==> config.mk <==
export PLATFORM = sky130hd
export DESIGN_NAME = pool_mem_arb
export DESIGN_NICKNAME = d
export VERILOG_FILES = /design/src/hdl/pool_pkg.sv /design/src/hdl/pool_mem_arb.sv
export SDC_FILE = /design/constraint.sdc
export NUM_CORES = 1
export LEC_CHECK = 0
export ABC_CLOCK_PERIOD_IN_PS = 1050
export BUFFER_PORTS_ARGS = -buffer_cell sky130_fd_sc_hd__buf_2
export CORE_MARGIN = 4
export CORE_UTILIZATION = 25
export DETAILED_ROUTE_END_ITERATION = 12
export PLACE_DENSITY = 0.69
export SYNTH_ARGS = -nofsm -noshare
export SYNTH_HDL_FRONTEND = slang
export SYNTH_SLANG_ARGS = --single-unit
==> constraint.sdc <==
create_clock -name vclk -period 1.05
set_clock_uncertainty 0.15 [all_clocks]
set_input_delay 0.0525 -clock vclk [all_inputs]
set_output_delay 0.0525 -clock vclk [all_outputs]
set_load 0.03 [all_outputs]
==> src/hdl/pool_pkg.sv <==
package pool_pkg;

  localparam int DWIDTH    = 16;
  localparam int AWIDTH    = 8;
  localparam int MEM_DEPTH = 256;
  localparam int LWIDTH    = 4;
  localparam int PAWIDTH   = 12;  // APB byte address

  // Input map from word 0, results from OUT_BASE
  localparam logic [AWIDTH-1:0] OUT_BASE = 8'd128;

  localparam logic [LWIDTH-1:0] MAX_FEA  = 4'd11;
  localparam logic [LWIDTH-1:0] MAX_POOL = 4'd4;

  localparam logic [PAWIDTH-1:0] REG_CTRL      = 12'h000;
  localparam logic [PAWIDTH-1:0] REG_FEA_SIZE  = 12'h004;
  localparam logic [PAWIDTH-1:0] REG_POOL_SIZE = 12'h008;
  localparam logic [PAWIDTH-1:0] REG_STATUS    = 12'h00C;
  localparam logic [PAWIDTH-1:0] MEM_WIN       = 12'h400;  // word n at MEM_WIN + 4n

  typedef struct packed {
    logic start;
    logic valid;
    logic last;   // last pixel of a window
    logic stop;   // last pixel of the frame
  } ctrl_t;

  typedef struct packed {
    logic              req;
    logic              we;
    logic [AWIDTH-1:0] addr;
    logic [DWIDTH-1:0] wdata;
  } mem_req_t;

  typedef enum logic {
    S_WAIT,
    S_ACTIVE
  } pool_state_e;

  typedef enum logic [1:0] {
    SRC_WB,
    SRC_RD,
    SRC_APB
  } arb_src_e;

endpackage

==> src/hdl/pool_mem_arb.sv <==
`timescale 1ns/1ps

module pool_mem_arb
  ( input  logic               clk
  , input  logic               xrst
  , input  pool_pkg::mem_req_t wb_req
  , input  pool_pkg::mem_req_t rd_req
  , input  pool_pkg::mem_req_t apb_req
  , output logic               wb_gnt
  , output logic               rd_gnt
  , output logic               apb_gnt
  , output pool_pkg::mem_req_t mem_bus
  );

  pool_pkg::arb_src_e src;
  logic               any_req;

  // Write-back first, then engine reads, APB last
  always_comb begin
    any_req = wb_req.req || rd_req.req || apb_req.req;
    if (wb_req.req)
      src = pool_pkg::SRC_WB;
    else if (rd_req.req)
      src = pool_pkg::SRC_RD;
    else
      src = pool_pkg::SRC_APB;
  end

  assign wb_gnt  = any_req && src == pool_pkg::SRC_WB;
  assign rd_gnt  = any_req && src == pool_pkg::SRC_RD;
  assign apb_gnt = any_req && src == pool_pkg::SRC_APB;

  always_comb begin
    case (src)
      pool_pkg::SRC_WB:  mem_bus = wb_req;
      pool_pkg::SRC_RD:  mem_bus = rd_req;
      default:           mem_bus = apb_req;
    endcase
    if (!any_req)
      mem_bus = '0;
  end

  a_gnt_onehot: assert property (@(posedge clk) disable iff (!xrst)
    $onehot0({wb_gnt, rd_gnt, apb_gnt}));

  a_gnt_has_req: assert property (@(posedge clk) disable iff (!xrst)
    (wb_gnt |-> wb_req.req) and (rd_gnt |-> rd_req.req) and (apb_gnt |-> apb_req.req));

  // A stalled engine read must not move
  a_rd_hold: assert property (@(posedge clk) disable iff (!xrst)
    rd_req.req && !rd_gnt |=> rd_req == $past(rd_req));

endmodule

==> flow_summary.toml <==
[outcome]
outcome = "finished clean"

[layout]
layout-drive-gt1-share_pct = 64.8
register_area_um2 = 0
fin_nets = 298
diodes = 0
final_util_pct = 53.6
final_common_cell = "buf_2"
nClkBuffers = 0
layout_common_cells = "buf_2, nor2b_1, a21oi_1, a21oi_2, nand3b_1"
stdcell_count = 247
nFlopsAndLatches = 0
syn_to_final_growth_pct = 99.2
postLayoutCellArea_um2 = 1520

[power]
powerDensity_nw_per_um2 = 534
switching_share_pct = 52.9
p_comb_share_pct = 100.0
seqPwrFrac_pct = 0
p_leak_nw = 0.711
peakVddDrop_mv = 0.325
p_int_mw = 0.382
power_mw = 0.809
clkPwrFrac_pct = 0
power_switching_mw = 0.428

[setup_path]
path_delay_family = "buffers and inverters"
crit_type = "in2out"
worst_path_most_repeated_cell = "buf_12"
end_kind = "primary output"
start_kind = "primary input"
worstPathRequired_ns = 0.85
cpMaxStageDelayCell = "a21oi_2"
crit_fanout = 14
worst-path-buf-inv = 3
max_stage_delay_ns = 0.18
cp.arrival_ns = 0.80
startpoint = "rd_req[25]"
crit_chain = "buf_12, buf_12, nand3b_1, a21oi_2, buf_6"

[grt]
grt_max_degree = 28
grt_first_pass_wirelength_um = 4400
grt-ovfl-total = 0
antenna_found_initial = 0
grt_pass1_vias = 1014
grtUsageTotal_pct = 12.5

[sta]
slew_violations = 0
max_slew_margin_pct = 86.1
setup_violations = 0
tightest_slew_ns = 0.209
worst_slack_ns = 0.0466
hold_viol_final = 0
fmax_mhz = 997
fin_crit_sh_pct = 95.6
setup-tns-final_ns = 0
period_minus_slack_ns = 1.00
whs_ns = 0.312

[yosys]
syn_area_um2 = 761
yosysUniqueCellTypes = 11
ys_warn_count = 0
avgSynthCellArea_um2 = 6.39
seq_area_frac_synth_pct = 0
synthCells = 119
synth_fp_nets = 199

[die]
dieArea_um2 = 3990
boundaryPins = 109
die_w_um = 63.2
initial_core_util_pct = 26.9
placementRows = 19
core_um2 = 2830
dieHeight_um = 63.2

[placement]
place.gp.congestion = 0.701
placed_cell_area_um2 = 1380
dp.cells = 245
place_ws_ns = -0.136
port_buffers = 107
dpl.hpwl_um = 2260

[route]
ant_nets = 0
drt_pre_antenna_iters = 4
drtIter0Drc = 25
drt_wl_total_um = 3150
vias_per_cell = 4.81
num_vias = 1187
wl_per_cell_um = 12.8
drc = 0

[min_path]
worstHoldEndpoint = "mem_bus[17]"
min_path_cells = 4
hold_path_class = "in2out"
min_from = "wb_req[17]"

[run]
cap_violations = 0

[clocking]
ctsHoldBuffers = 0
cts_setup_buffers = 0
## cells in the mapped netlist
master,instances,area [µm²]
a21oi_1,47,235
a21oi_2,3,26.3
buf_2,5,25.0
buf_4,5,37.5
buf_6,5,56.3
clkbuf_1,1,3.75
nand3b_1,24,180
nand3b_4,1,20.0
nor2b_1,26,163
nor3b_1,1,7.51
or3_1,1,6.26
## how the worst max path moves through the flow
stage / to / slack, ns / cells after the start
6_report: mem_bus[13] / 0.05 / 5
5_1_grt: mem_bus[21] / -0.003 / 5
4_1_cts: mem_bus[7] / 0.002 / 5
3_5_place_dp: mem_bus[13] / -0.14 / 4
3_3_place_gp: mem_bus[13] / -0.14 / 4
2_1_floorplan: mem_bus[22] / 0.06 / 4
## final cells by class
type / instances / area [µm²]
Timing Repair Buffer: 113 / 751
Multi-Input combinational cell: 103 / 726
Fill cell: 284 / 1310
Tap cell: 31 / 38.8
## worst min-delay path, delay by kind of cell
| family | cells | cell delay [ns] |
|---|---|---|
| compound gates | 1 | 0.09 |
| simple gates | 1 | 0.04 |
| buf+inv | 2 | 0.23 |
## kinds of logic (layout without fill, tap and decap cells)
kind of cell,Yosys count,count (layout),share of synthesized area [%]
AOI/OAI and AO/OA,50,50,34.4
buffers and inverters,16,113,16.1
and+or+nand+nor,53,53,49.5
## routing by layer
layer	share of wire, %	vias up	track usage (%)
met5	0	-	0
met4	0	0	0.551
met2	49	59	23.6
li1	-	616	-
met1	43	512	15.7
met3	8.3	0	1.60
## repair_timing
| item | in CTS | in global routing |
|---|---|---|
| gates cloned | 0 | 2 |
| pin swaps | 0 | 2 |
| gates resized for setup | 17 | 19 |
| hold endpoints to repair | 0 | 0 |
| endpoints found under the setup margin | 27 | 20 |
## power by group through the flow
| stage | Sequential [mW] | Combinational, mW | Clock, mW |
|---|---|---|---|
| final | 0 | 0.809 | 0 |
| after floorplan | 0 | 0.479 | 0 |
| after global routing | 0 | 0.868 | 0 |
| after detailed placement | 0 | 0.727 | 0 |
| after global placement | 0 | 0.722 | 0 |
| after CTS | 0 | 0.763 | 0 |
Note: power is estimated with default switching activity, not from simulation.
