==> config.mk <==
export PLATFORM = sky130hd
export DESIGN_NAME = pool_feat_mem
export DESIGN_NICKNAME = d
export VERILOG_FILES = /design/src/hdl/pool_pkg.sv /design/src/hdl/pool_feat_mem.sv
export SDC_FILE = /design/constraint.sdc
export NUM_CORES = 2
export LEC_CHECK = 0
export BUFFER_PORTS_ARGS = -buffer_cell sky130_fd_sc_hd__buf_2
export CAP_MARGIN = 20
export CELL_PAD_IN_SITES_DETAIL_PLACEMENT = 1
export CELL_PAD_IN_SITES_GLOBAL_PLACEMENT = 2
export CORE_AREA = 10 10 569 710
export DETAILED_ROUTE_END_ITERATION = 8
export DIE_AREA = 0 0 579 720
export PLACE_DENSITY = 0.6
export SYNTH_ARGS = -nofsm -noshare
export SYNTH_HDL_FRONTEND = slang
export SYNTH_SLANG_ARGS = --single-unit
==> constraint.sdc <==
create_clock -name clk -period 8.5 [get_ports clk]
set_clock_uncertainty 0.05 [all_clocks]
set_input_delay 0.85 -clock clk [delete_from_list [all_inputs] [get_ports clk]]
set_output_delay 0.85 -clock clk [all_outputs]
set_load 0.005 [all_outputs]
==> src/hdl/pool_pkg.sv <==
package pool_pkg;

  localparam int DWIDTH    = 16;
  localparam int AWIDTH    = 8;
  localparam int MEM_DEPTH = 256;
  localparam int LWIDTH    = 4;
  localparam int PAWIDTH   = 12;  // APB byte address

  // Input map from word 0, results from OUT_BASE
  localparam logic [AWIDTH-1:0] OUT_BASE = 8'd128;

  localparam logic [LWIDTH-1:0] MAX_FEA  = 4'd11;
  localparam logic [LWIDTH-1:0] MAX_POOL = 4'd4;

  localparam logic [PAWIDTH-1:0] REG_CTRL      = 12'h000;
  localparam logic [PAWIDTH-1:0] REG_FEA_SIZE  = 12'h004;
  localparam logic [PAWIDTH-1:0] REG_POOL_SIZE = 12'h008;
  localparam logic [PAWIDTH-1:0] REG_STATUS    = 12'h00C;
  localparam logic [PAWIDTH-1:0] MEM_WIN       = 12'h400;  // word n at MEM_WIN + 4n

  typedef struct packed {
    logic start;
    logic valid;
    logic last;   // last pixel of a window
    logic stop;   // last pixel of the frame
  } ctrl_t;

  typedef struct packed {
    logic              req;
    logic              we;
    logic [AWIDTH-1:0] addr;
    logic [DWIDTH-1:0] wdata;
  } mem_req_t;

  typedef enum logic {
    S_WAIT,
    S_ACTIVE
  } pool_state_e;

  typedef enum logic [1:0] {
    SRC_WB,
    SRC_RD,
    SRC_APB
  } arb_src_e;

endpackage

==> src/hdl/pool_feat_mem.sv <==
`timescale 1ns/1ps

module pool_feat_mem
  ( input  logic                        clk
  , input  pool_pkg::mem_req_t          mem_bus
  , output logic [pool_pkg::DWIDTH-1:0] rdata
  );

  logic [pool_pkg::DWIDTH-1:0] mem [pool_pkg::MEM_DEPTH];

  // Read returns the old word on a write cycle
  always_ff @(posedge clk) begin
    if (mem_bus.req) begin
      if (mem_bus.we)
        mem[mem_bus.addr] <= mem_bus.wdata;
      rdata <= mem[mem_bus.addr];
    end
  end

endmodule

==> reports/results.txt <==
The flow ran to the end, and the final reports show no timing, DRC or antenna violations. Dividing the detail-routed wire length by the instance count gives 35.8 um. Setup repair after global routing left no endpoint under its margin. The netlist area before placement came out at 155000 sq um.

For this run, global-route usage on met3 was measured as 3.01%. In the synthesized netlist, the number of instances is 6704. The worst setup path is captured at a flop. The maximum frequency from static timing analysis was 219 MHz. The clock insertion delay at the later pin of the skew report was 0.95 ns. The net switching fraction of the power is 21.6%, and the relative slew slack is 12.6%. The post-route standard cell area excluding fillers was 177000 sq um; the total overflow reported by the global router was 0. Once the clock tree was built, the setup fixing pass inserted 0 buffers. The run gives 22 as the number of antenna violations at the first check in global routing. Once the clock tree was built, the resizer swapped 0 gates to a different size. The layout overhead on the synthesized area was 14.3%; the power density over the cells was 234 nW/um^2.

Routing layer with the top usage in global route: met2. For the pin count of the biggest net entering global routing, the log shows 150. The count of nets left with antenna violations once routing finished came out at 0. Along the worst path, the maximum fanout reaches 56. The switching power summed over all nets was 8.96 mW; the placed wire-length estimate after detailed placement was 263000 um. After the first detailed-routing iteration, the DRC count stood at 8320. For the first-pass GRT wire length, the log shows 634000 um.

Measured along the y axis, the die boundary spans 720 um. After floorplanning, the core was divided into 257 placement rows. For the final routed database, the setup TNS stands at 0 ns. In this run, distinct cell masters in the synthesized netlist total 20. Setup-violating endpoint count in the final report: 0.

Counting flops and latches in the post-synthesis netlist gives 4112. Clock tree synthesis selected as its root buffer the cell clkbuf_16. The run gives 4112 as the number of sinks handled by clock tree synthesis.

Timing analysis after detailed placement gives a worst setup slack of 2.95 ns. Global routing consumed, over all layers together, 21.3% of the routing resources. The startpoint class of the critical path was an input port. The library cell used most frequently in the layout, excluding fill and tap cells, is edfxtp_1.

After detailed placement, the total cell area comes to 165000 sq um. In this run the worst hold path is classified as input port to flop. The number of top-level design ports is 43, and the average cell area after synthesis is 23.2 sq um. The count of input and output buffers came out at 42.

The critical path data required time is 9.09 ns, and the via count of the first global-routing pass is 78800. The core box area was 390000 sq um; the final routed DRC violation total was 0. The final count of hold timing violations was 0; the met1 global-route usage was 29.4%. For the CTS buffer count, the log shows 404. Yosys attributes the largest share of cell area to edfxtp_1, mux4_2, a22oi_1. The number of nets in the finished design was 7197; the die footprint was 417000 sq um.

Clock-pin slew was measured on the worst setup and hold paths at 0.06 ns. Sequential cells burn 53.8% of the power. Across the VDD grid, the largest voltage drop is 0.000180 V. The count of fill cells added during filler insertion is 35000. On the final layout, the worst hold slack is 0.311 ns. The logs give 453000 um for the total detailed-routing wirelength and 0 for the number of max-cap violations. The logs give 0 for the count of final max-slew check failures and 79.5% for the register area share after synthesis. The number of nets produced by synthesis is 6731, and the fraction of power consumed by the clock network is 41.6%.

Starting density of the core: 39.8%. The worst path uses 53.6% of the clock period. Combinational cells account for 4.5% of the total power.

After detailed routing, the number of vias per cell comes to 5.89. Final weighted congestion in routability-driven placement: 0.786. TritonCTS built the clock tree. No sink is reached through more buffers than the 4 on the longest clock path. Of the post-synthesis cell area, the dominant cell type holds 79.5%.

Summed over all instances, the cell type with the most area after synthesis is edfxtp_1. Measured along the x axis, the die boundary spans 579 um. The warning count from the yosys run is 0. Leaving out fill and tap cells, the most frequent cells in the layout are edfxtp_1, mux4_2, a22oi_1. The pre-antenna-repair detailed-routing pass consisted of 5 iterations. After layout, the worst setup slack is 3.94 ns.

The post-layout minimum cycle time was 4.56 ns; the fraction of layout instances using a drive strength above 1 was 28.8%. The clock tree synthesis step divided the H-tree into 5 levels. Vias after detailed routing: 74700. At the worst endpoint, the arrival time is 5.15 ns.

For the pin with the worst max-slew slack, the measured transition is 1.29 ns. The run gives 35.9% as the global-route track usage on met2. For the static leakage, the log shows 54.0 nW.

By startpoint and endpoint, the worst setup path is classified as input port to flop. The number of hold buffers added after CTS was 0; the cell-internal power was 32.6 mW.
logic make-up (layout without fill, tap and decap cells):
group | count (synthesis) | count (layout) | synth area share, %
other | 0 | 13 | 0
buffers and inverters | 412 | 1188 | 1.10
and+or+nand+nor | 324 | 324 | 0.839
DFF | 4112 | 4112 | 79.5
muxes | 1024 | 1024 | 14.9
AOI/OAI and AO/OA | 832 | 832 | 3.66
per-stage QoR:
| stage | total power [mW] | util, % | cells |
|---|---|---|---|
| CTS | 41.9 | 45.4 | 12700 |
| floorplan | 23.7 | - | 6704 |
| global route | 42.8 | 45.4 | 12700 |
| finish | 41.6 | 45.4 | 12700 |
| global placement | 24.7 | 42.1 | 11900 |
| detailed placement | 24.7 | 42.2 | 11900 |
area by class of cell:
cell class | count | area (sq um) | area share (%)
repair buffers | 472 | 4340 | 2.45
well taps | 5180 | 6480 | 3.65
flip-flops and latches | 4112 | 123000 | 69.6
multi-input cells | 2180 | 30600 | 17.2
diodes | 13 | 32.5 | 0.0183
clock inverters | 226 | 1870 | 1.05
clock buffers | 490 | 10600 | 5.97
power by group through the flow:
| stage | clock network (mW) | registers, mW | logic [mW] |
|---|---|---|---|
| 3_5_place_dp | 0 | 22.8 | 1.92 |
| 5_1_grt | 18.5 | 22.4 | 2.00 |
| 2_1_floorplan | 0 | 22.8 | 0.930 |
| 3_3_place_gp | 0 | 22.8 | 1.89 |
| 6_report | 17.3 | 22.4 | 1.88 |
| 4_1_cts | 17.6 | 22.4 | 1.92 |
state kept, by name, summed over array words and instances (netlist names):
name,count
rdata,16
mem,4096
cells in the mapped netlist:
library cell     n
buf_2          100
buf_4           11
nand2_1         30
nand3_1          4
edfxtp_1      4112
or2_2            1
clkbuf_1       269
and4_1           1
nor3_1           1
o41ai_1         64
nor3b_1          2
nand2b_1         2
nor2b_1          6
nand4_1         16
mux4_2        1024
and2_1           2
buf_1           32
a22oi_1        512
a21oi_1        256
nor2_1         259
routing by layer:
layer,share of wire (%),vias up
met5,0.0026,-
met1,41,41800
met3,5.7,570
met4,2.6,2
met2,50,2518
li1,-,29800
path summary, 6_finish.rpt:
kind	startpoint	slack (ns)	endpoint	cells past startpoint
max	mem_bus[17]	3.94	rdata[8]$_DFFE_PP_	8
min	mem_bus[5]	0.31	mem[117][5]$_DFFE_PP_	1
max reg2reg	mem[143][4]$_DFFE_PP_	5.12	rdata[4]$_DFFE_PP_	6
min reg2reg	mem[151][13]$_DFFE_PP_	1.09	rdata[13]$_DFFE_PP_	6
critical path, cell delays in order:
cell     delay [ns]
buf_8          0.45
buf_4          0.52
buf_4          0.74
mux4_2         0.42
a22oi_1        0.43
a21oi_1        0.43
o41ai_2        0.95
nand4_1        0.16
(Power assumes the default switching activity.)
