**src/hdl/pool_pkg.sv**
```systemverilog
package pool_pkg;

  localparam int DWIDTH    = 16;
  localparam int AWIDTH    = 8;
  localparam int MEM_DEPTH = 256;
  localparam int LWIDTH    = 4;
  localparam int PAWIDTH   = 12;  // APB byte address

  // Input map from word 0, results from OUT_BASE
  localparam logic [AWIDTH-1:0] OUT_BASE = 8'd128;

  localparam logic [LWIDTH-1:0] MAX_FEA  = 4'd11;
  localparam logic [LWIDTH-1:0] MAX_POOL = 4'd4;

  localparam logic [PAWIDTH-1:0] REG_CTRL      = 12'h000;
  localparam logic [PAWIDTH-1:0] REG_FEA_SIZE  = 12'h004;
  localparam logic [PAWIDTH-1:0] REG_POOL_SIZE = 12'h008;
  localparam logic [PAWIDTH-1:0] REG_STATUS    = 12'h00C;
  localparam logic [PAWIDTH-1:0] MEM_WIN       = 12'h400;  // word n at MEM_WIN + 4n

  typedef struct packed {
    logic start;
    logic valid;
    logic last;   // last pixel of a window
    logic stop;   // last pixel of the frame
  } ctrl_t;

  typedef struct packed {
    logic              req;
    logic              we;
    logic [AWIDTH-1:0] addr;
    logic [DWIDTH-1:0] wdata;
  } mem_req_t;

  typedef enum logic {
    S_WAIT,
    S_ACTIVE
  } pool_state_e;

  typedef enum logic [1:0] {
    SRC_WB,
    SRC_RD,
    SRC_APB
  } arb_src_e;

endpackage

```
**src/hdl/pool_ctrl.sv**
```systemverilog
`timescale 1ns/1ps

module pool_ctrl
  ( input  logic                        clk
  , input  logic                        xrst
  , input  logic                        start_frame
  , input  logic [pool_pkg::LWIDTH-1:0] fea_size
  , input  logic [pool_pkg::LWIDTH-1:0] pool_size
  , input  logic                        rd_gnt
  , input  logic                        frame_done
  , output pool_pkg::mem_req_t          rd_req
  , output pool_pkg::ctrl_t             ctrl_out
  , output logic                        busy
  );

  pool_pkg::pool_state_e state;

  logic [pool_pkg::LWIDTH-1:0] fea_q;
  logic [pool_pkg::LWIDTH-1:0] pool_q;
  logic [pool_pkg::LWIDTH-1:0] ox;   // output column
  logic [pool_pkg::LWIDTH-1:0] oy;   // output row
  logic [pool_pkg::LWIDTH-1:0] wx;
  logic [pool_pkg::LWIDTH-1:0] wy;
  logic [pool_pkg::AWIDTH-1:0] fea_w;
  logic [pool_pkg::AWIDTH-1:0] pool_w;
  logic [pool_pkg::AWIDTH-1:0] ox_w;
  logic [pool_pkg::AWIDTH-1:0] oy_w;
  logic [pool_pkg::AWIDTH-1:0] row_pos;
  logic [pool_pkg::AWIDTH-1:0] col_pos;
  logic wx_last;
  logic wy_last;
  logic ox_last;
  logic oy_last;
  logic win_last;
  logic frame_last;
  logic first_pix;
  logic reads_done;

  assign fea_w  = pool_pkg::AWIDTH'(fea_q);
  assign pool_w = pool_pkg::AWIDTH'(pool_q);
  assign ox_w   = pool_pkg::AWIDTH'(ox);
  assign oy_w   = pool_pkg::AWIDTH'(oy);

  assign wx_last = wx == pool_q - 1'b1;
  assign wy_last = wy == pool_q - 1'b1;
  assign ox_last = (ox_w + pool_pkg::AWIDTH'(2)) * pool_w > fea_w;  // next window won't fit
  assign oy_last = (oy_w + pool_pkg::AWIDTH'(2)) * pool_w > fea_w;

  assign win_last   = wx_last && wy_last;
  assign frame_last = win_last && ox_last && oy_last;
  assign first_pix  = ox == '0 && oy == '0 && wx == '0 && wy == '0;

  assign row_pos = oy_w * pool_w + pool_pkg::AWIDTH'(wy);
  assign col_pos = ox_w * pool_w + pool_pkg::AWIDTH'(wx);

  always_comb begin
    rd_req.req   = state == pool_pkg::S_ACTIVE && !reads_done;
    rd_req.we    = 1'b0;
    rd_req.addr  = row_pos * fea_w + col_pos;
    rd_req.wdata = '0;
  end

  always_ff @(posedge clk) begin
    if (!xrst)
      state <= pool_pkg::S_WAIT;
    else
      case (state)
        pool_pkg::S_WAIT:
          if (start_frame)
            state <= pool_pkg::S_ACTIVE;
        pool_pkg::S_ACTIVE:
          if (ctrl_out.stop)
            state <= pool_pkg::S_WAIT;
        default:
          state <= pool_pkg::S_WAIT;
      endcase
  end

  always_ff @(posedge clk) begin
    if (!xrst) begin
      fea_q  <= '0;
      pool_q <= '0;
      busy   <= 1'b0;
    end
    else begin
      if (state == pool_pkg::S_WAIT && start_frame) begin
        fea_q  <= fea_size;
        pool_q <= pool_size;
      end
      if (start_frame)
        busy <= 1'b1;
      else if (frame_done)
        busy <= 1'b0;   // Held until the last result is written
    end
  end

  // Window pixels row by row, then windows left to right, top to bottom
  always_ff @(posedge clk) begin
    if (!xrst) begin
      ox         <= '0;
      oy         <= '0;
      wx         <= '0;
      wy         <= '0;
      reads_done <= 1'b0;
    end
    else if (start_frame) begin
      ox         <= '0;
      oy         <= '0;
      wx         <= '0;
      wy         <= '0;
      reads_done <= 1'b0;
    end
    else if (rd_gnt) begin
      if (frame_last)
        reads_done <= 1'b1;
      if (!wx_last)
        wx <= wx + 1'b1;
      else begin
        wx <= '0;
        if (!wy_last)
          wy <= wy + 1'b1;
        else begin
          wy <= '0;
          if (!ox_last)
            ox <= ox + 1'b1;
          else begin
            ox <= '0;
            oy <= oy_last ? '0 : oy + 1'b1;
          end
        end
      end
    end
  end

  // One stage, lines up with the RAM read latency
  always_ff @(posedge clk) begin
    if (!xrst)
      ctrl_out <= '0;
    else
      ctrl_out <= '{start: rd_gnt && first_pix,
                    valid: rd_gnt,
                    last:  rd_gnt && win_last,
                    stop:  rd_gnt && frame_last};
  end

  a_wait_quiet: assert property (@(posedge clk) disable iff (!xrst)
    state == pool_pkg::S_WAIT |-> !rd_req.req && !ctrl_out.valid);

endmodule

```
**config.mk**
```make
export PLATFORM = sky130hd
export DESIGN_NAME = pool_ctrl
export DESIGN_NICKNAME = d
export VERILOG_FILES = /design/src/hdl/pool_pkg.sv /design/src/hdl/pool_ctrl.sv
export SDC_FILE = /design/constraint.sdc
export NUM_CORES = 1
export LEC_CHECK = 0
export CORE_UTILIZATION = 40
export CTS_CLUSTER_SIZE = 24
export DETAILED_ROUTE_END_ITERATION = 10
export DONT_BUFFER_PORTS = 1
export GPL_TIMING_DRIVEN = 0
export PLACE_DENSITY_LB_ADDON = 0.3
export SLEW_MARGIN = 10
export SYNTH_ARGS = -nofsm -noshare
export SYNTH_HDL_FRONTEND = slang
export SYNTH_SLANG_ARGS = --single-unit
```
**constraint.sdc**
```tcl
create_clock -name clk -period 20.7 [get_ports clk]
set_input_delay 1.035 -clock clk [delete_from_list [all_inputs] [get_ports clk]]
set_output_delay 1.035 -clock clk [all_outputs]
set_load 0.05 [all_outputs]
```
==> out/qor.yml <==
synth:
  synthTopCellsByArea: "ha_1 (20%), fa_1 (18%), dfxtp_1 (13%)"
  synth_flop_cell: "dfxtp_1"
  synth_edf_count: 0
  synth_seq_area_share_pct: 12.6
  syn_avg_cell_area_um2: 8.32
  ys_ff_latch: 31
  synth_cell_types: 55
  async_reset_ff_share_pct: 0
  synth_cells: 592
  syn_area_um2: 4930
  synth_top_cell_by_area: "ha_1"
  yosys_warnings: 0
  synth_top_area_share_pct: 20.1
placed_design:
  gp_congestion: 0.836
  portBuffers: 0
  dp_hpwl_um: 9040
clock_tree:
  clock-sinks: 31
  holdBufCountCts: 0
  cts-resized-gates: 0
  cts_tree: "done"
  cts_max_level: 2
  numCtsBuffers: 5
  clockBufferDepth: 2
  clk_pin_slew_ns: 0.05
  root_buffer: "clkbuf_16"
  cts_setup_buffers: 0
  clock_latency_ns: 0.27
grt:
  grt_pass1_vias: 3871
  grt.total_usage_pct: 17.7
  grt_max_degree: 11
  grt_pass1_wl_um: 18000
  antenna_found_initial: 0
  grt_overflow: 0
die:
  initial_utilization_pct: 41.0
  die_x_um: 113
  die_y_um: 113
  io_pins: 44
  die_area_um2: 12800
  coreArea_um2: 12000
  rows: 40
critical_path:
  crit_arrival_ns: 8.46
  cp-start-kind: "flop"
  worst_setup_path_end_kind: "output pin"
  crit_required_ns: 19.67
  path_class: "flop to output pin"
  worstPathMaxFanout: 10
power:
  static-leakage-power_nw: 2.68
  combinationalPowerShare_pct: 19.9
  p_seq_share_pct: 34.3
  switching_share_pct: 28.9
  peakVddDrop_v: 0.0000437
  internal_power_mw: 0.133
  p_switching_mw: 0.0541
  cellPowerDensity_nw_per_um2: 35.1
  clockPowerShare_pct: 45.8
  p_total_mw: 0.187
final_layout:
  num-nets-final: 751
  final_util_pct: 44.5
  final_layout_size_suffix_gt1_share_pct: 6.33
  area_growth_pct: 8.48
  n_antenna_cell: 0
  nFillCells: 1207
timing:
  maxSlewViolCount: 0
  setup-violations-final: 0
  fin_crit_ns: 9.49
  rsz0062_at_grt: "false"
  relSlewSlack_pct: 24.7
  fin_skew_ns: 0.00269
  report.final.hold_viol_count: 0
  max_freq_mhz: 105
  fin_crit_sh_pct: 45.9
  setup_tns_ns: 0
  worstMarginPinSlew_ns: 1.12
job:
  max_cap_violations: 0
routing:
  dr.pass1.iters: 6
  vias_per_cell: 5.10
  final_antenna_net_count: 0
  drcViolationCount: 0
  drtIter0Drc: 187
  wire_per_inst_um: 14.0
  vias: 3893
  routed_wl_um: 10700
min_path:
  hold_class: "flop to flop"
status:
  status: "completed"
==> path summary, 6_finish.rpt <==
check / startpoint / to / slack, ns / depth (start not counted)
worst max-delay path: pool_q[3]$_SDFFE_PN0P_ / rd_req[23] / 11.21 / 24
worst min-delay path: reads_done$_SDFFE_PP0P_ / reads_done$_SDFFE_PP0P_ / 0.45 / 2
worst min register to register: reads_done$_SDFFE_PP0P_ / reads_done$_SDFFE_PP0P_ / 0.45 / 2
worst max register to register: pool_q[3]$_SDFFE_PN0P_ / oy[1]$_SDFFE_PP0P_ / 15.83 / 15
==> registers in the layout, summed over array words and instances (netlist names) <==
register / count
fea_q: 4
ox: 4
busy: 1
ctrl_out: 4
pool_q: 4
wx: 4
reads_done: 1
state: 1
oy: 4
wy: 4
==> power groups by stage <==
stage	Sequential, mW	Clock (mW)	Combinational [mW]
floorplan	0.0648	0	0.0298
global placement	0.0656	0	0.0357
detailed placement	0.0656	0	0.0367
CTS	0.0643	0.0877	0.0370
global route	0.0646	0.0895	0.0406
finish	0.0644	0.0858	0.0373
==> logic make-up (layout without fill, tap and decap cells) <==
logic type,Yosys count,in the layout,synth area share [%]
buf+inv,140,148,12.4
mux,2,2,0.406
fa+ha+maj,123,123,37.9
compound gates,76,76,9.98
simple gates,183,183,18.8
flops,31,31,12.6
xor+xnor,36,36,7.80
other cells,1,17,0.0761
==> cells in the mapped netlist, drive strengths merged (6+ instances only) <==
cell / n
inv: 104
ha: 79
nand2: 65
fa: 44
nor2: 32
dfxtp: 31
and2: 30
a21oi: 28
buf: 25
xnor2: 21
o21ai: 12
clkbuf: 11
xor2: 10
nor3: 9
nand2b: 8
a211oi: 7
nand3: 7
nor2b: 7
nand4: 6
o21a: 6
==> metal layers <==
metal,GRT usage [%],part of all wire [%],up-vias
met5,0,0,-
met4,3.07,1.2,0
met3,2.20,5.4,11
met2,31.2,47,113
met1,23.5,46,1842
li1,-,-,1927
==> layout make-up <==
| cell class | instances | area, µm² | share of cell area (%) |
|---|---|---|---|
| inverter | 104 | 390 | 7.31 |
| sequential | 31 | 621 | 11.6 |
| buffer | 36 | 220 | 4.12 |
| multi-input combinational | 437 | 3750 | 70.3 |
| clock buffer | 6 | 139 | 2.60 |
| tap | 147 | 184 | 3.44 |
| clock inverter | 2 | 35.0 | 0.656 |
==> critical path, cell delays in order (launching register included) <==
cell      delay, ns
dfxtp_1        0.30
buf_4          0.19
clkbuf_1       0.45
nand2_1        0.26
fa_1           0.57
fa_1           0.52
fa_1           0.52
inv_1          0.04
ha_1           0.32
xnor2_1        0.26
nand2_1        0.12
fa_1           0.50
inv_1          0.05
fa_1           0.46
fa_1           0.49
inv_1          0.05
fa_1           0.60
inv_1          0.06
ha_1           0.31
a211oi_1       0.27
o21bai_1       0.12
a21oi_1        0.25
xnor2_1        0.15
xnor3_1        0.42
xnor2_1        0.88
==> layout by cell type (no fill, tap or decap), drive strengths merged, types with 2 or more instances in the layout <==
cell type,netlist,layout
xor2,10,10
nand4,6,6
o21bai,2,2
and2,30,30
o2111ai,2,2
nor2,32,32
a21o,5,5
o21a,6,6
or3b,2,2
conb,1,17
and3,4,4
xnor3,5,5
nor4,2,2
a311oi,2,2
buf,25,25
dfxtp,31,31
nand2,65,65
nor2b,7,7
a21oi,28,28
xnor2,21,21
inv,104,104
o21ai,12,12
or4,4,4
mux2i,2,2
ha,79,79
o31ai,2,2
o211ai,2,2
a211oi,7,7
fa,44,44
nand3,7,7
clkbuf,11,17
nor3,9,9
nand2b,8,8
==> per-stage QoR <==
stage	hold WS, ns	worst slack [ns]	cells	instance area (µm²)
floorplan	0.426	12.33	608	4990
global placement	0.440	11.50	755	5170
detailed placement	0.445	11.44	755	5170
CTS	0.456	11.13	763	5340
global route	0.470	10.77	763	5340
finish	0.450	11.21	763	5340
Power figures use the tool's default switching activity.
