## config.mk

```make
export PLATFORM = sky130hd
export DESIGN_NAME = pool_apb_regs
export DESIGN_NICKNAME = d
export VERILOG_FILES = /design/src/hdl/pool_pkg.sv /design/src/hdl/pool_apb_regs.sv
export SDC_FILE = /design/constraint.sdc
export NUM_CORES = 1
export LEC_CHECK = 0
export BUFFER_PORTS_ARGS = -buffer_cell sky130_fd_sc_hd__clkbuf_2
export CORE_MARGIN = 4
export CORE_UTILIZATION = 28
export CTS_CLUSTER_DIAMETER = 80
export DETAILED_ROUTE_END_ITERATION = 12
export GPL_TIMING_DRIVEN = 0
export HOLD_SLACK_MARGIN = 0.06
export PLACE_DENSITY = 0.75
export SLEW_MARGIN = 25
export SYNTH_ARGS = -nofsm -noshare
export SYNTH_HDL_FRONTEND = slang
export SYNTH_SLANG_ARGS = --single-unit
```

## constraint.sdc

```tcl
create_clock -name clk -period 1.8 [get_ports clk]
set_input_delay 0.27 -clock clk [delete_from_list [all_inputs] [get_ports clk]]
set_output_delay 0.27 -clock clk [all_outputs]
set_load 0.03 [all_outputs]
```

## src/hdl/pool_pkg.sv

```systemverilog
package pool_pkg;

  localparam int DWIDTH    = 16;
  localparam int AWIDTH    = 8;
  localparam int MEM_DEPTH = 256;
  localparam int LWIDTH    = 4;
  localparam int PAWIDTH   = 12;  // APB byte address

  // Input map from word 0, results from OUT_BASE
  localparam logic [AWIDTH-1:0] OUT_BASE = 8'd128;

  localparam logic [LWIDTH-1:0] MAX_FEA  = 4'd11;
  localparam logic [LWIDTH-1:0] MAX_POOL = 4'd4;

  localparam logic [PAWIDTH-1:0] REG_CTRL      = 12'h000;
  localparam logic [PAWIDTH-1:0] REG_FEA_SIZE  = 12'h004;
  localparam logic [PAWIDTH-1:0] REG_POOL_SIZE = 12'h008;
  localparam logic [PAWIDTH-1:0] REG_STATUS    = 12'h00C;
  localparam logic [PAWIDTH-1:0] MEM_WIN       = 12'h400;  // word n at MEM_WIN + 4n

  typedef struct packed {
    logic start;
    logic valid;
    logic last;   // last pixel of a window
    logic stop;   // last pixel of the frame
  } ctrl_t;

  typedef struct packed {
    logic              req;
    logic              we;
    logic [AWIDTH-1:0] addr;
    logic [DWIDTH-1:0] wdata;
  } mem_req_t;

  typedef enum logic {
    S_WAIT,
    S_ACTIVE
  } pool_state_e;

  typedef enum logic [1:0] {
    SRC_WB,
    SRC_RD,
    SRC_APB
  } arb_src_e;

endpackage

```

## src/hdl/pool_apb_regs.sv

```systemverilog
`timescale 1ns/1ps

module pool_apb_regs
  ( input  logic                         clk
  , input  logic                         xrst
  , input  logic                         psel
  , input  logic                         penable
  , input  logic                         pwrite
  , input  logic [pool_pkg::PAWIDTH-1:0] paddr
  , input  logic [pool_pkg::DWIDTH-1:0]  pwdata
  , input  logic                         busy
  , input  logic                         frame_done
  , input  logic                         apb_gnt
  , input  logic [pool_pkg::DWIDTH-1:0]  rdata
  , output logic [pool_pkg::DWIDTH-1:0]  prdata
  , output logic                         pready
  , output logic                         pslverr
  , output logic                         start_frame
  , output logic [pool_pkg::LWIDTH-1:0]  fea_size
  , output logic [pool_pkg::LWIDTH-1:0]  pool_size
  , output pool_pkg::mem_req_t           apb_req
  );

  logic access;
  logic mem_sel;
  logic reg_wr;
  logic ctrl_wr;
  logic cfg_ok;
  logic rd_wait;   // RAM data arrives this cycle
  logic done_q;

  assign access = psel && penable;

  // Window spans 4 * MEM_DEPTH bytes above MEM_WIN
  assign mem_sel = paddr[pool_pkg::PAWIDTH-1:10] == pool_pkg::MEM_WIN[pool_pkg::PAWIDTH-1:10];

  assign reg_wr  = access && pwrite && !mem_sel;
  assign ctrl_wr = reg_wr && paddr == pool_pkg::REG_CTRL && pwdata[0];

  assign cfg_ok = !busy
               && pool_size != '0
               && pool_size <= fea_size
               && pool_size <= pool_pkg::MAX_POOL
               && fea_size <= pool_pkg::MAX_FEA;

  assign start_frame = ctrl_wr && cfg_ok;
  assign pslverr     = ctrl_wr && !cfg_ok;

  // Registers finish at once, memory waits on the arbiter
  assign pready = access && (!mem_sel || (pwrite ? apb_gnt : rd_wait));

  always_comb begin
    apb_req.req   = access && mem_sel && !rd_wait;
    apb_req.we    = pwrite;
    apb_req.addr  = paddr[pool_pkg::AWIDTH+1:2];
    apb_req.wdata = pwdata;
  end

  always_ff @(posedge clk) begin
    if (!xrst)
      rd_wait <= 1'b0;
    else
      rd_wait <= apb_req.req && apb_gnt && !pwrite;
  end

  always_ff @(posedge clk) begin
    if (!xrst) begin
      fea_size  <= '0;
      pool_size <= '0;
      done_q    <= 1'b0;
    end
    else begin
      if (reg_wr && paddr == pool_pkg::REG_FEA_SIZE)
        fea_size <= pwdata[pool_pkg::LWIDTH-1:0];
      if (reg_wr && paddr == pool_pkg::REG_POOL_SIZE)
        pool_size <= pwdata[pool_pkg::LWIDTH-1:0];
      if (start_frame)
        done_q <= 1'b0;
      else if (frame_done)
        done_q <= 1'b1;   // Sticky until next start
    end
  end

  always_comb begin
    prdata = '0;
    if (mem_sel)
      prdata = rdata;
    else
      case (paddr)
        pool_pkg::REG_FEA_SIZE:  prdata[pool_pkg::LWIDTH-1:0] = fea_size;
        pool_pkg::REG_POOL_SIZE: prdata[pool_pkg::LWIDTH-1:0] = pool_size;
        pool_pkg::REG_STATUS:    prdata[1:0] = {done_q, busy};
        default:                 prdata = '0;
      endcase
  end

  a_penable_psel: assert property (@(posedge clk) disable iff (!xrst) penable |-> psel);

endmodule

```

==> reports/metrics.yaml, run 1 <==
outcome:
  status: "finished, violations left"
  violations: "negative setup slack"
pwr:
  p_leak_nw: 0.8581
  ir_worst_vdd_v: 0.0001948
  p_total_w: 0.0006641
  power_density_nw_per_um2: 387.1
route:
  vias: 1205
  drt_first_pass_iters: 4
  drt-initial-drc-count: 25
  routedWlPerCell_um: 12.38
  drt_wl_total_mm: 3.331
  viasPerCell: 4.480
  antenna_left: 0
  drc: 0
flow_run:
  drv_cap: 0
synth:
  synth_area_leaders: "dfxtp_1 (20%), buf_4 (18%), mux2i_1 (8.9%), and2_1 (7.4%), nand2_1 (7.0%)"
  postSynth.asyncResetShare_pct: 0
  synth.yosys.seq_area_share_pct: 19.70
  synth_top_area_share_pct: 19.70
  synth_edf_count: 0
  syn_area_um2: 1016
  ys_seq_elements: 10
  syn-num-nets: 181
  yosysTopAreaCell: "dfxtp_1"
  ys.flop_type: "dfxtp_1"
  ys_warn_count: 0
  ys_types: 29
  synth_commonest_cells: "buf_4 (25), nand2_1 (19), and2_1 (12), dfxtp_1 (10), mux2i_1 (9)"
  synth.most_common_cell: "buf_4"
  netlist_instances: 125
  synth.avg_cell_area_um2: 8.128
die:
  initial_core_util_pct: 29.74
  die_y_um: 68.24
  fp.coreArea_um2: 3416
  dieArea_um2: 4656
  die_w_um: 68.24
  io_pins: 105
  rows: 21
global_routing:
  overflow: 0
  grt_start_max_net_pins: 11
  grt_pass1_vias: 1079
  antenna_found_initial: 0
  grt.total_usage_pct: 13.83
  grt_pass1_wl_mm: 4.816
setup_path:
  path_cells: "ha_4 -> nand4b_1 -> a31oi_4 -> nor2_2 -> nor3_4 -> clkbuf_8"
  critPathBufInv: 1
  rr_startpoint: "fea_size[2]"
  cp-start-kind: "register"
  critical-path-slowest-cell: "dfxtp_2"
  critPathRequiredTime_ps: 1530
  critPathArrivalTime_ps: 1750
  worstSetupStartpoint: "pool_size[3]"
  path_class: "register to primary output"
  crit_fanout: 5
  crit_path_end_kind: "primary output"
  cp_top_family: "flip-flops"
  max_stage_delay_ps: 370
clock_network:
  cts_inserted_buffers: 3
  clock_latency_ps: 280
  htree_num_levels: 1
  path_clk_slew_ps: 70
  clock-sinks: 10
  root_buffer: "clkbuf_4"
  cts_tree: "done"
  clk_path_buf_depth: 2
final_layout:
  syn_to_final_growth_pct: 68.84
  seqCellArea_um2: 217.7
  fin_nets: 280
  antenna_cells: 0
  fill_cells: 364
  layout-drive-gt1-share_pct: 68.16
  fin_util_pct: 50.22
  multi_input_area_um2: 703.2
hold_path:
  hold_start: "pwdata[3]"
  min_path_type: "input pin to register"
sta:
  fmax_mhz: 495.3
  grt_setup_unrepaired: "true"
  clock_skew_ps: 13.25
  min_period_over_period_pct: 112.2
  period_needed_ps: 2019
  worst_pin_slew_ps: 431.7
  slew_headroom_pct: 71.22
  fin_ws_ps: -219.0
  timing.final.max_slew_violations: 0
  hold_slack_ps: 244.7
  setup_viol: 2
  final_hold_viol_count: 0
placement:
  place_hpwl_mm: 2.779
  dp_slack_ps: -115.1
  gp_congestion: 0.8108
  numPortBuffers: 91
[sequential cells by signal, summed over array words and instances (netlist names)]
name,flops
pool_size,4
done_q,1
fea_size,4
rd_wait,1
[worst register-to-register path, delay by kind of cell, from the launching register on]
kind | cells | cell delay (ps)
flops | 1 | 350
compound gates | 1 | 250
buf+inv | 1 | 150
simple gates | 3 | 550
[power by group]
group	internal [W]	switching, W
registers	0.000218	0.000000699
clock network	0.0000802	0.0000827
logic	0.000114	0.000169
[routing by layer]
layer	vias up	track usage [%]	part of all wire, %
li1	606	-	-
met1	545	15.39	38
met5	-	0	0
met4	0	5.955	1.5
met3	5	2.463	7.8
met2	49	25.39	53
[path summary, 6_finish.rpt]
| check | endpoint | slack [ps] | cells after the start |
|---|---|---|---|
| hold / removal | fea_size[3] | 240 | 3 |
| setup reg to reg | done_q | 370 | 5 |
| hold reg to reg | fea_size[1] | 470 | 2 |
| setup / recovery | pslverr | -220 | 6 |
[final cells by class]
class	count	share of cell area, %
Multi-Input combinational cell	83	40.99
Clock buffer	3	1.313
Tap cell	46	3.355
Buffer	28	11.67
Inverter	4	0.8753
Timing Repair Buffer	94	28.88
Clock inverter	1	0.2188
Sequential cell	10	12.69
[kinds of logic after synthesis]
group / share of synthesized area, %
AND/OR/NAND/NOR: 35.59
buffers and inverters: 21.06
AO/OA/AOI/OAI: 8.744
multiplexers: 9.976
flip-flops: 19.70
adder cells (fa/ha/maj): 4.926
[layout by cell type, fill, tap and decap left out, drive strengths merged, types with 2 or more instances in the layout]
cell | netlist | routed
a21oi | 2 | 2
nor2 | 4 | 4
mux2i | 9 | 9
dfxtp | 10 | 10
inv | 4 | 4
and2 | 12 | 12
ha | 4 | 4
a22oi | 4 | 4
o21ai | 7 | 7
nor2b | 3 | 3
nor3b | 3 | 3
buf | 25 | 28
clkbuf | 3 | 97
nor4 | 3 | 3
nand3 | 3 | 3
nand2 | 19 | 19
[what timing repair did]
action | CTS | global route
cloned | 0 | 0
hold buffers | 0 | 0
resized for setup | 15 | 4
setup endpoints to repair | 6 | 5
setup buffers | 3 | 0
pin swaps | 9 | 2
[per-stage QoR]
stage / cells / setup TNS (ps) / instance area (um^2)
CTS: 269 / -400.0 / 1704
global placement: 262 / -95.25 / 1582
floorplan: 125 / -61.38 / 1069
detailed placement: 262 / -247.1 / 1582
global route: 269 / -582.9 / 1715
finish: 269 / -414.3 / 1715
Note: power is estimated with default switching activity, not from simulation.
==> run 2: changes to the inputs <==
- REMOVE_ABC_BUFFERS: not set -> 1
==> run 2 against run 1 <==
The run still ends with negative setup slack left. Register-to-register slack worse by 290 ps. Sequential share of layout area increased by 2.0 points. Final cell count decreased by 12%. Die area stayed put. Clock-buffer cell count is 1 higher. Critical path type unchanged. Flip-flop and latch count did not move. Via count is 10% lower. Worst setup slack improved by 9.2 ps. Power down 7.8%. Sequential power about the same. Wire length fell by 6.6%.
==> reports/metrics.yaml, run 2 (same netlist as run 1, synthesis figures left out) <==
route:
  drc: 0  # unchanged
  routedWlPerCell_um: 13.12  # was 12.38 um
  drt-initial-drc-count: 22  # was 25
  drt_wl_total_mm: 3.110  # was 3.331 mm
  vias: 1079  # was 1205
  drt_first_pass_iters: 4  # unchanged
  antenna_left: 0  # unchanged
  viasPerCell: 4.553  # was 4.480
clock_network:
  cts_tree: "done"  # unchanged
  ctsHoldBuffers: 0  # unchanged
  root_buffer: "clkbuf_4"  # unchanged
  clock_latency_ps: 260  # was 280 ps
  clock-sinks: 10  # unchanged
  htree_num_levels: 1  # unchanged
  clk_path_buf_depth: 2  # unchanged
  cts_inserted_buffers: 3  # unchanged
  path_clk_slew_ps: 70  # about the same
global_routing:
  use_met1_pct: 17.04  # was 15.39%
  met2_usage_pct: 18.53  # was 25.39%
  grt_start_max_net_pins: 19  # was 11
  overflow: 0  # unchanged
  grt_busiest_layer: "met2"  # unchanged
  antenna_found_initial: 0  # unchanged
  grt_pass1_wl_mm: 4.436  # was 4.816 mm
  grt.met3_usage_pct: 4.762  # was 2.463%
  grt_pass1_vias: 995  # was 1079
  grt.total_usage_pct: 12.43  # was 13.83%
pwr:
  ir_worst_vdd_v: 0.0003858  # was 0.0001948 V
  p_leak_nw: 0.7231  # was 0.8581 nW
  power_density_nw_per_um2: 404.6  # was 387.1 nW/um^2
  p_total_w: 0.0006120  # was 0.0006641 W
sta:
  fmax_mhz: 497.6  # was 495.3 MHz
  clock_skew_ps: 5.702  # was 13.25 ps
  slew_headroom_pct: 63.73  # was 71.22%
  fin_ws_ps: -209.7  # was -219.0 ps
  min_period_over_period_pct: 111.7  # was 112.2%
  final_hold_viol_count: 0  # unchanged
  setup_viol: 2  # unchanged
  worst_pin_slew_ps: 541.5  # was 431.7 ps
  timing.final.max_slew_violations: 0  # unchanged
  hold_slack_ps: 260.0  # was 244.7 ps
  finalSetupTns_ps: -380.8  # was -414.3 ps
  period_needed_ps: 2010  # was 2019 ps
  grt_setup_unrepaired: "true"  # unchanged
die:
  fp.coreArea_um2: 3416  # unchanged
  die_y_um: 68.24  # unchanged
  die_w_um: 68.24  # unchanged
  io_pins: 105  # unchanged
  rows: 21  # unchanged
  initial_core_util_pct: 29.74  # unchanged
  dieArea_um2: 4656  # unchanged
setup_path:
  rr_startpoint: "fea_size[3]"  # was fea_size[2]
  critPathRequiredTime_ps: 1530  # about the same
  cp_top_family: "buffers and inverters"  # was flip-flops
  crit_fanout: 4  # was 5
  critPathBufInv: 3  # was 1
  path_cells: "inv_4 -> ha_4 -> and4_1 -> a31oi_2 -> buf_4 -> nor4_4 -> clkbuf_8"  # was ha_4 -> nand4b_1 -> a31oi_4 -> nor2_2 -> nor3_4 -> clkbuf_8
  max_stage_delay_ps: 370  # about the same
  critPathArrivalTime_ps: 1740  # was 1750 ps
  cp-start-kind: "register"  # unchanged
  worstSetupStartpoint: "fea_size[3]"  # was pool_size[3]
  crit_path_end_kind: "primary output"  # unchanged
  critical-path-slowest-cell: "dfxtp_4"  # was dfxtp_2
  path_class: "register to primary output"  # unchanged
placement:
  numPortBuffers: 80  # was 91
  placed_area_um2: 1275  # was 1582 um^2
  place_hpwl_mm: 2.474  # was 2.779 mm
  gp_congestion: 0.8127  # was 0.8108
final_layout:
  antenna_cells: 0  # unchanged
  finish.instance_area_um2: 1513  # was 1715 um^2
  syn_to_final_growth_pct: 48.89  # was 68.84%
  fin_util_pct: 44.29  # was 50.22%
  reg_top3: "fea_size (4), pool_size (4)"  # unchanged
  fin_nets: 248  # was 280
  layout-drive-gt1-share_pct: 63.87  # was 68.16%
  layout_common_cells: "clkbuf_2 (78), nand2_1 (19), and2_1 (12)"  # was clkbuf_2 (90), buf_4 (28), nand2_1 (19)
  mostFrequentLayoutCell: "clkbuf_2"  # unchanged
outcome:
  violations: "negative setup slack"  # unchanged
  status: "finished, violations left"  # unchanged
hold_path:
  min_path_type: "input pin to register"  # unchanged
  hold_start: "pwdata[3]"  # unchanged
flow_run:
  drv_cap: 0  # unchanged
run 2: changes by cell type in the layout (fill, tap and decap cells not counted), sizes merged:
cell	change
clkbuf	-13
clkinv	-1
buf	-18
run 2: cell type report:
cell class / count / area (um^2)
clock buffers: 4 / 36.28
fillers: 353 / 1903
flip-flops and latches: 10 / 222.7
repair buffers: 90 / 493.0
well taps: 46 / 57.56
multi-input cells: 83 / 685.7
inverters: 4 / 17.52
run 2: worst min-delay path, delay by kind of cell:
| family | cells | cell delay [ps] |
|---|---|---|
| buf+inv | 1 | 90 |
| simple gates | 1 | 70 |
| mux | 1 | 60 |
run 2: final timing paths:
check             slack [ps]  cells past startpoint            to
setup / recovery        -210                      7   start_frame
hold / removal           260                      3   fea_size[3]
setup reg to reg          80                     10        done_q
hold reg to reg          510                      2  pool_size[3]
run 2: what timing repair did:
action	4_1_cts	5_1_grt
resized for setup	29	3
buffers inserted	10	1
pin swaps	8	3
endpoints found under the setup margin	18	3
run 2: routing by layer:
layer | vias up | wire length, um
met5 | - | 0
met1 | 488 | 1313
met4 | 0 | 7
met2 | 49 | 1548
met3 | 2 | 242
li1 | 540 | -
run 2: where the power goes:
| part | internal (W) | switching, W |
|---|---|---|
| Sequential | 0.000215 | 0.000000816 |
| Clock | 0.000123 | 0.0000766 |
| Combinational | 0.0000704 | 0.000126 |
| Total | 0.000408 | 0.000204 |
run 2: per-stage QoR:
stage / instances / worst slack (ps)
final: 237 / -209.7
after detailed placement: 223 / -282.0
after floorplan: 97 / -524.6
after global routing: 237 / -301.0
after global placement: 223 / -267.8
after CTS: 237 / -212.6
==> run 3: changes to the inputs <==
- PLACE_DENSITY: 0.75 -> 0.68
- SETUP_SLACK_MARGIN: not set -> 0.05
- clock period: 1.8 -> 2.2 ns (I/O delays scaled with it)
==> run 3 against run 2 <==
The run now ends clean. Wire length is 1.1% higher. Sequential share of layout area rose by 0.86 points. Die area did not move. Clock-buffer cell count down 1. Design area is 8.2% lower. Sequential power down 17%. Clock skew about the same. Critical path depth is the same. Final cell count is 3.8% lower. Non-clock buffer count is 8 lower. Power shrank 25%.
==> reports/metrics.yaml, run 3 (same netlist as run 1, synthesis figures left out) <==
outcome:
  status: "finished, final reports clean"  # was finished, violations left
setup_path:
  crit_path_end_kind: "primary output"  # unchanged
  reg2reg_setup_slack_ps: 730  # was 80 ps
  crit_fanout: 6  # was 4
  worstSetupStartpoint: "pool_size[0]"  # was fea_size[3]
  r2r_cells: 5  # was 10
  critPathRequiredTime_ps: 1870  # was 1530 ps
  rr_startpoint: "fea_size[2]"  # was fea_size[3]
  path_class: "register to primary output"  # unchanged
  cp-start-kind: "register"  # unchanged
  r2r-end: "done_q"  # unchanged
  critPathArrivalTime_ps: 1770  # was 1740 ps
  endpoint: "pslverr"  # was start_frame
final_layout:
  fill_cells: 351  # was 353
  fin_nets: 240  # was 248
  layout-drive-gt1-share_pct: 56.59  # was 63.87%
  finish.instance_area_um2: 1389  # was 1513 um^2
  reg_top3: "fea_size (4), pool_size (4)"  # unchanged
  antenna_cells: 0  # unchanged
  layout_common_cells: "clkbuf_2 (78), nand2_1 (19), and2_1 (12)"  # unchanged
  mostFrequentLayoutCell: "clkbuf_2"  # unchanged
  syn_to_final_growth_pct: 36.70  # was 48.89%
sta:
  timing.final.max_slew_violations: 0  # unchanged
  clock_skew_ps: 5.599  # was 5.702 ps
  hold_slack_ps: 306.4  # was 260.0 ps
  fmax_mhz: 476.4
  setup_viol: 0  # was 2
  fin_ws_ps: 101.1  # was -209.7 ps
  period_needed_ps: 2099
  finalSetupTns_ps: 0  # was -380.8 ps
  slew_headroom_pct: 65.51  # was 63.73%
  min_period_over_period_pct: 95.41
  grt_setup_unrepaired: "true"  # unchanged
  worst_pin_slew_ps: 515.0  # was 541.5 ps
  final_hold_viol_count: 0  # unchanged
route:
  drt_wl_total_mm: 3.144  # was 3.110 mm
  viasPerCell: 4.746  # was 4.553
  vias: 1082  # was 1079
  drt_first_pass_iters: 5  # was 4
  antenna_left: 0  # unchanged
  drc: 0  # unchanged
  routedWlPerCell_um: 13.79  # was 13.12 um
  drt-initial-drc-count: 30  # was 22
die:
  dieArea_um2: 4656  # unchanged
  fp.coreArea_um2: 3416  # unchanged
  rows: 21  # unchanged
  initial_core_util_pct: 29.74  # unchanged
  die_y_um: 68.24  # unchanged
  io_pins: 105  # unchanged
  die_w_um: 68.24  # unchanged
global_routing:
  antenna_found_initial: 0  # unchanged
  grt_pass1_vias: 955  # was 995
  grt.total_usage_pct: 12.26  # was 12.43%
  overflow: 0  # unchanged
  grt_start_max_net_pins: 19  # unchanged
  grt_pass1_wl_mm: 4.209  # was 4.436 mm
placement:
  place_hpwl_mm: 2.598  # was 2.474 mm
  gp_congestion: 0.7797  # was 0.8127
  placed_area_um2: 1275  # unchanged
  dp_slack_ps: 135.6  # was -282.0 ps
  numPortBuffers: 80  # unchanged
clock_network:
  htree_num_levels: 1  # unchanged
  clock-sinks: 10  # unchanged
  path_clk_slew_ps: 60  # was 70 ps
  cts_inserted_buffers: 3  # unchanged
  clk_path_buf_depth: 2  # unchanged
  clock_latency_ps: 260  # about the same
  cts_tree: "done"  # unchanged
  root_buffer: "clkbuf_4"  # unchanged
pwr:
  power_density_nw_per_um2: 331.2  # was 404.6 nW/um^2
  p_total_w: 0.0004600  # was 0.0006120 W
  p_leak_nw: 0.6651  # was 0.7231 nW
  ir_worst_vdd_v: 0.0002101  # was 0.0003858 V
hold_path:
  min_path_type: "input pin to register"  # unchanged
  hold_start: "frame_done"  # was pwdata[3]
flow_run:
  drv_cap: 0  # unchanged
==> run 3: stage by stage <==
stage	utilization (%)	std cells
after floorplan	-	97
after global placement	37.33	223
after detailed placement	37.33	223
after CTS	39.96	228
after global routing	40.66	228
final	40.66	228
==> run 3: final cells by class <==
| type | instances | area (um^2) | share of cell area (%) |
|---|---|---|---|
| clock buffer | 3 | 22.52 | 1.622 |
| inverter | 4 | 15.01 | 1.081 |
| multi-input combinational | 83 | 653.1 | 47.03 |
| sequential | 10 | 216.5 | 15.59 |
| tap | 46 | 57.56 | 4.144 |
| timing repair buffer | 82 | 424.2 | 30.54 |
==> run 3: report_power, final <==
part	total (W)	internal (W)	leakage (nW)	switching, W
logic	0.000160	0.0000572	0.566	0.000103
clock network	0.000121	0.0000630	0.0138	0.0000577
registers	0.000179	0.000179	0.0854	0.000000616
==> run 3: what timing repair did <==
item,CTS,global route
gates resized for setup,15,6
hold buffers,0,0
buffers inserted,2,0
pin swaps,3,1
hold endpoints to repair,0,0
endpoints found under the setup margin,2,3
==> run 3: critical path: stages, from the launching register on <==
cell	delay, ps
dfxtp_4	370
inv_1	40
ha_1	260
and4_1	200
a31oi_4	190
nor2_1	70
nor3_1	160
buf_4	200
==> run 3: worst min-delay path by stage <==
stage                        to  cells after the start
floorplan                done_q                      2
CTS                      done_q                      3
detailed placement  fea_size[1]                      2
global placement    fea_size[1]                      2
finish                   done_q                      3
global route             done_q                      3
==> run 3: layer usage <==
metal | GRT usage, % | up-vias | share of wire (%)
li1 | - | 521 | -
met1 | 13.03 | 476 | 36
met2 | 21.78 | 85 | 51
met3 | 6.240 | 0 | 13
met4 | 2.233 | 0 | 0
met5 | 0 | - | 0
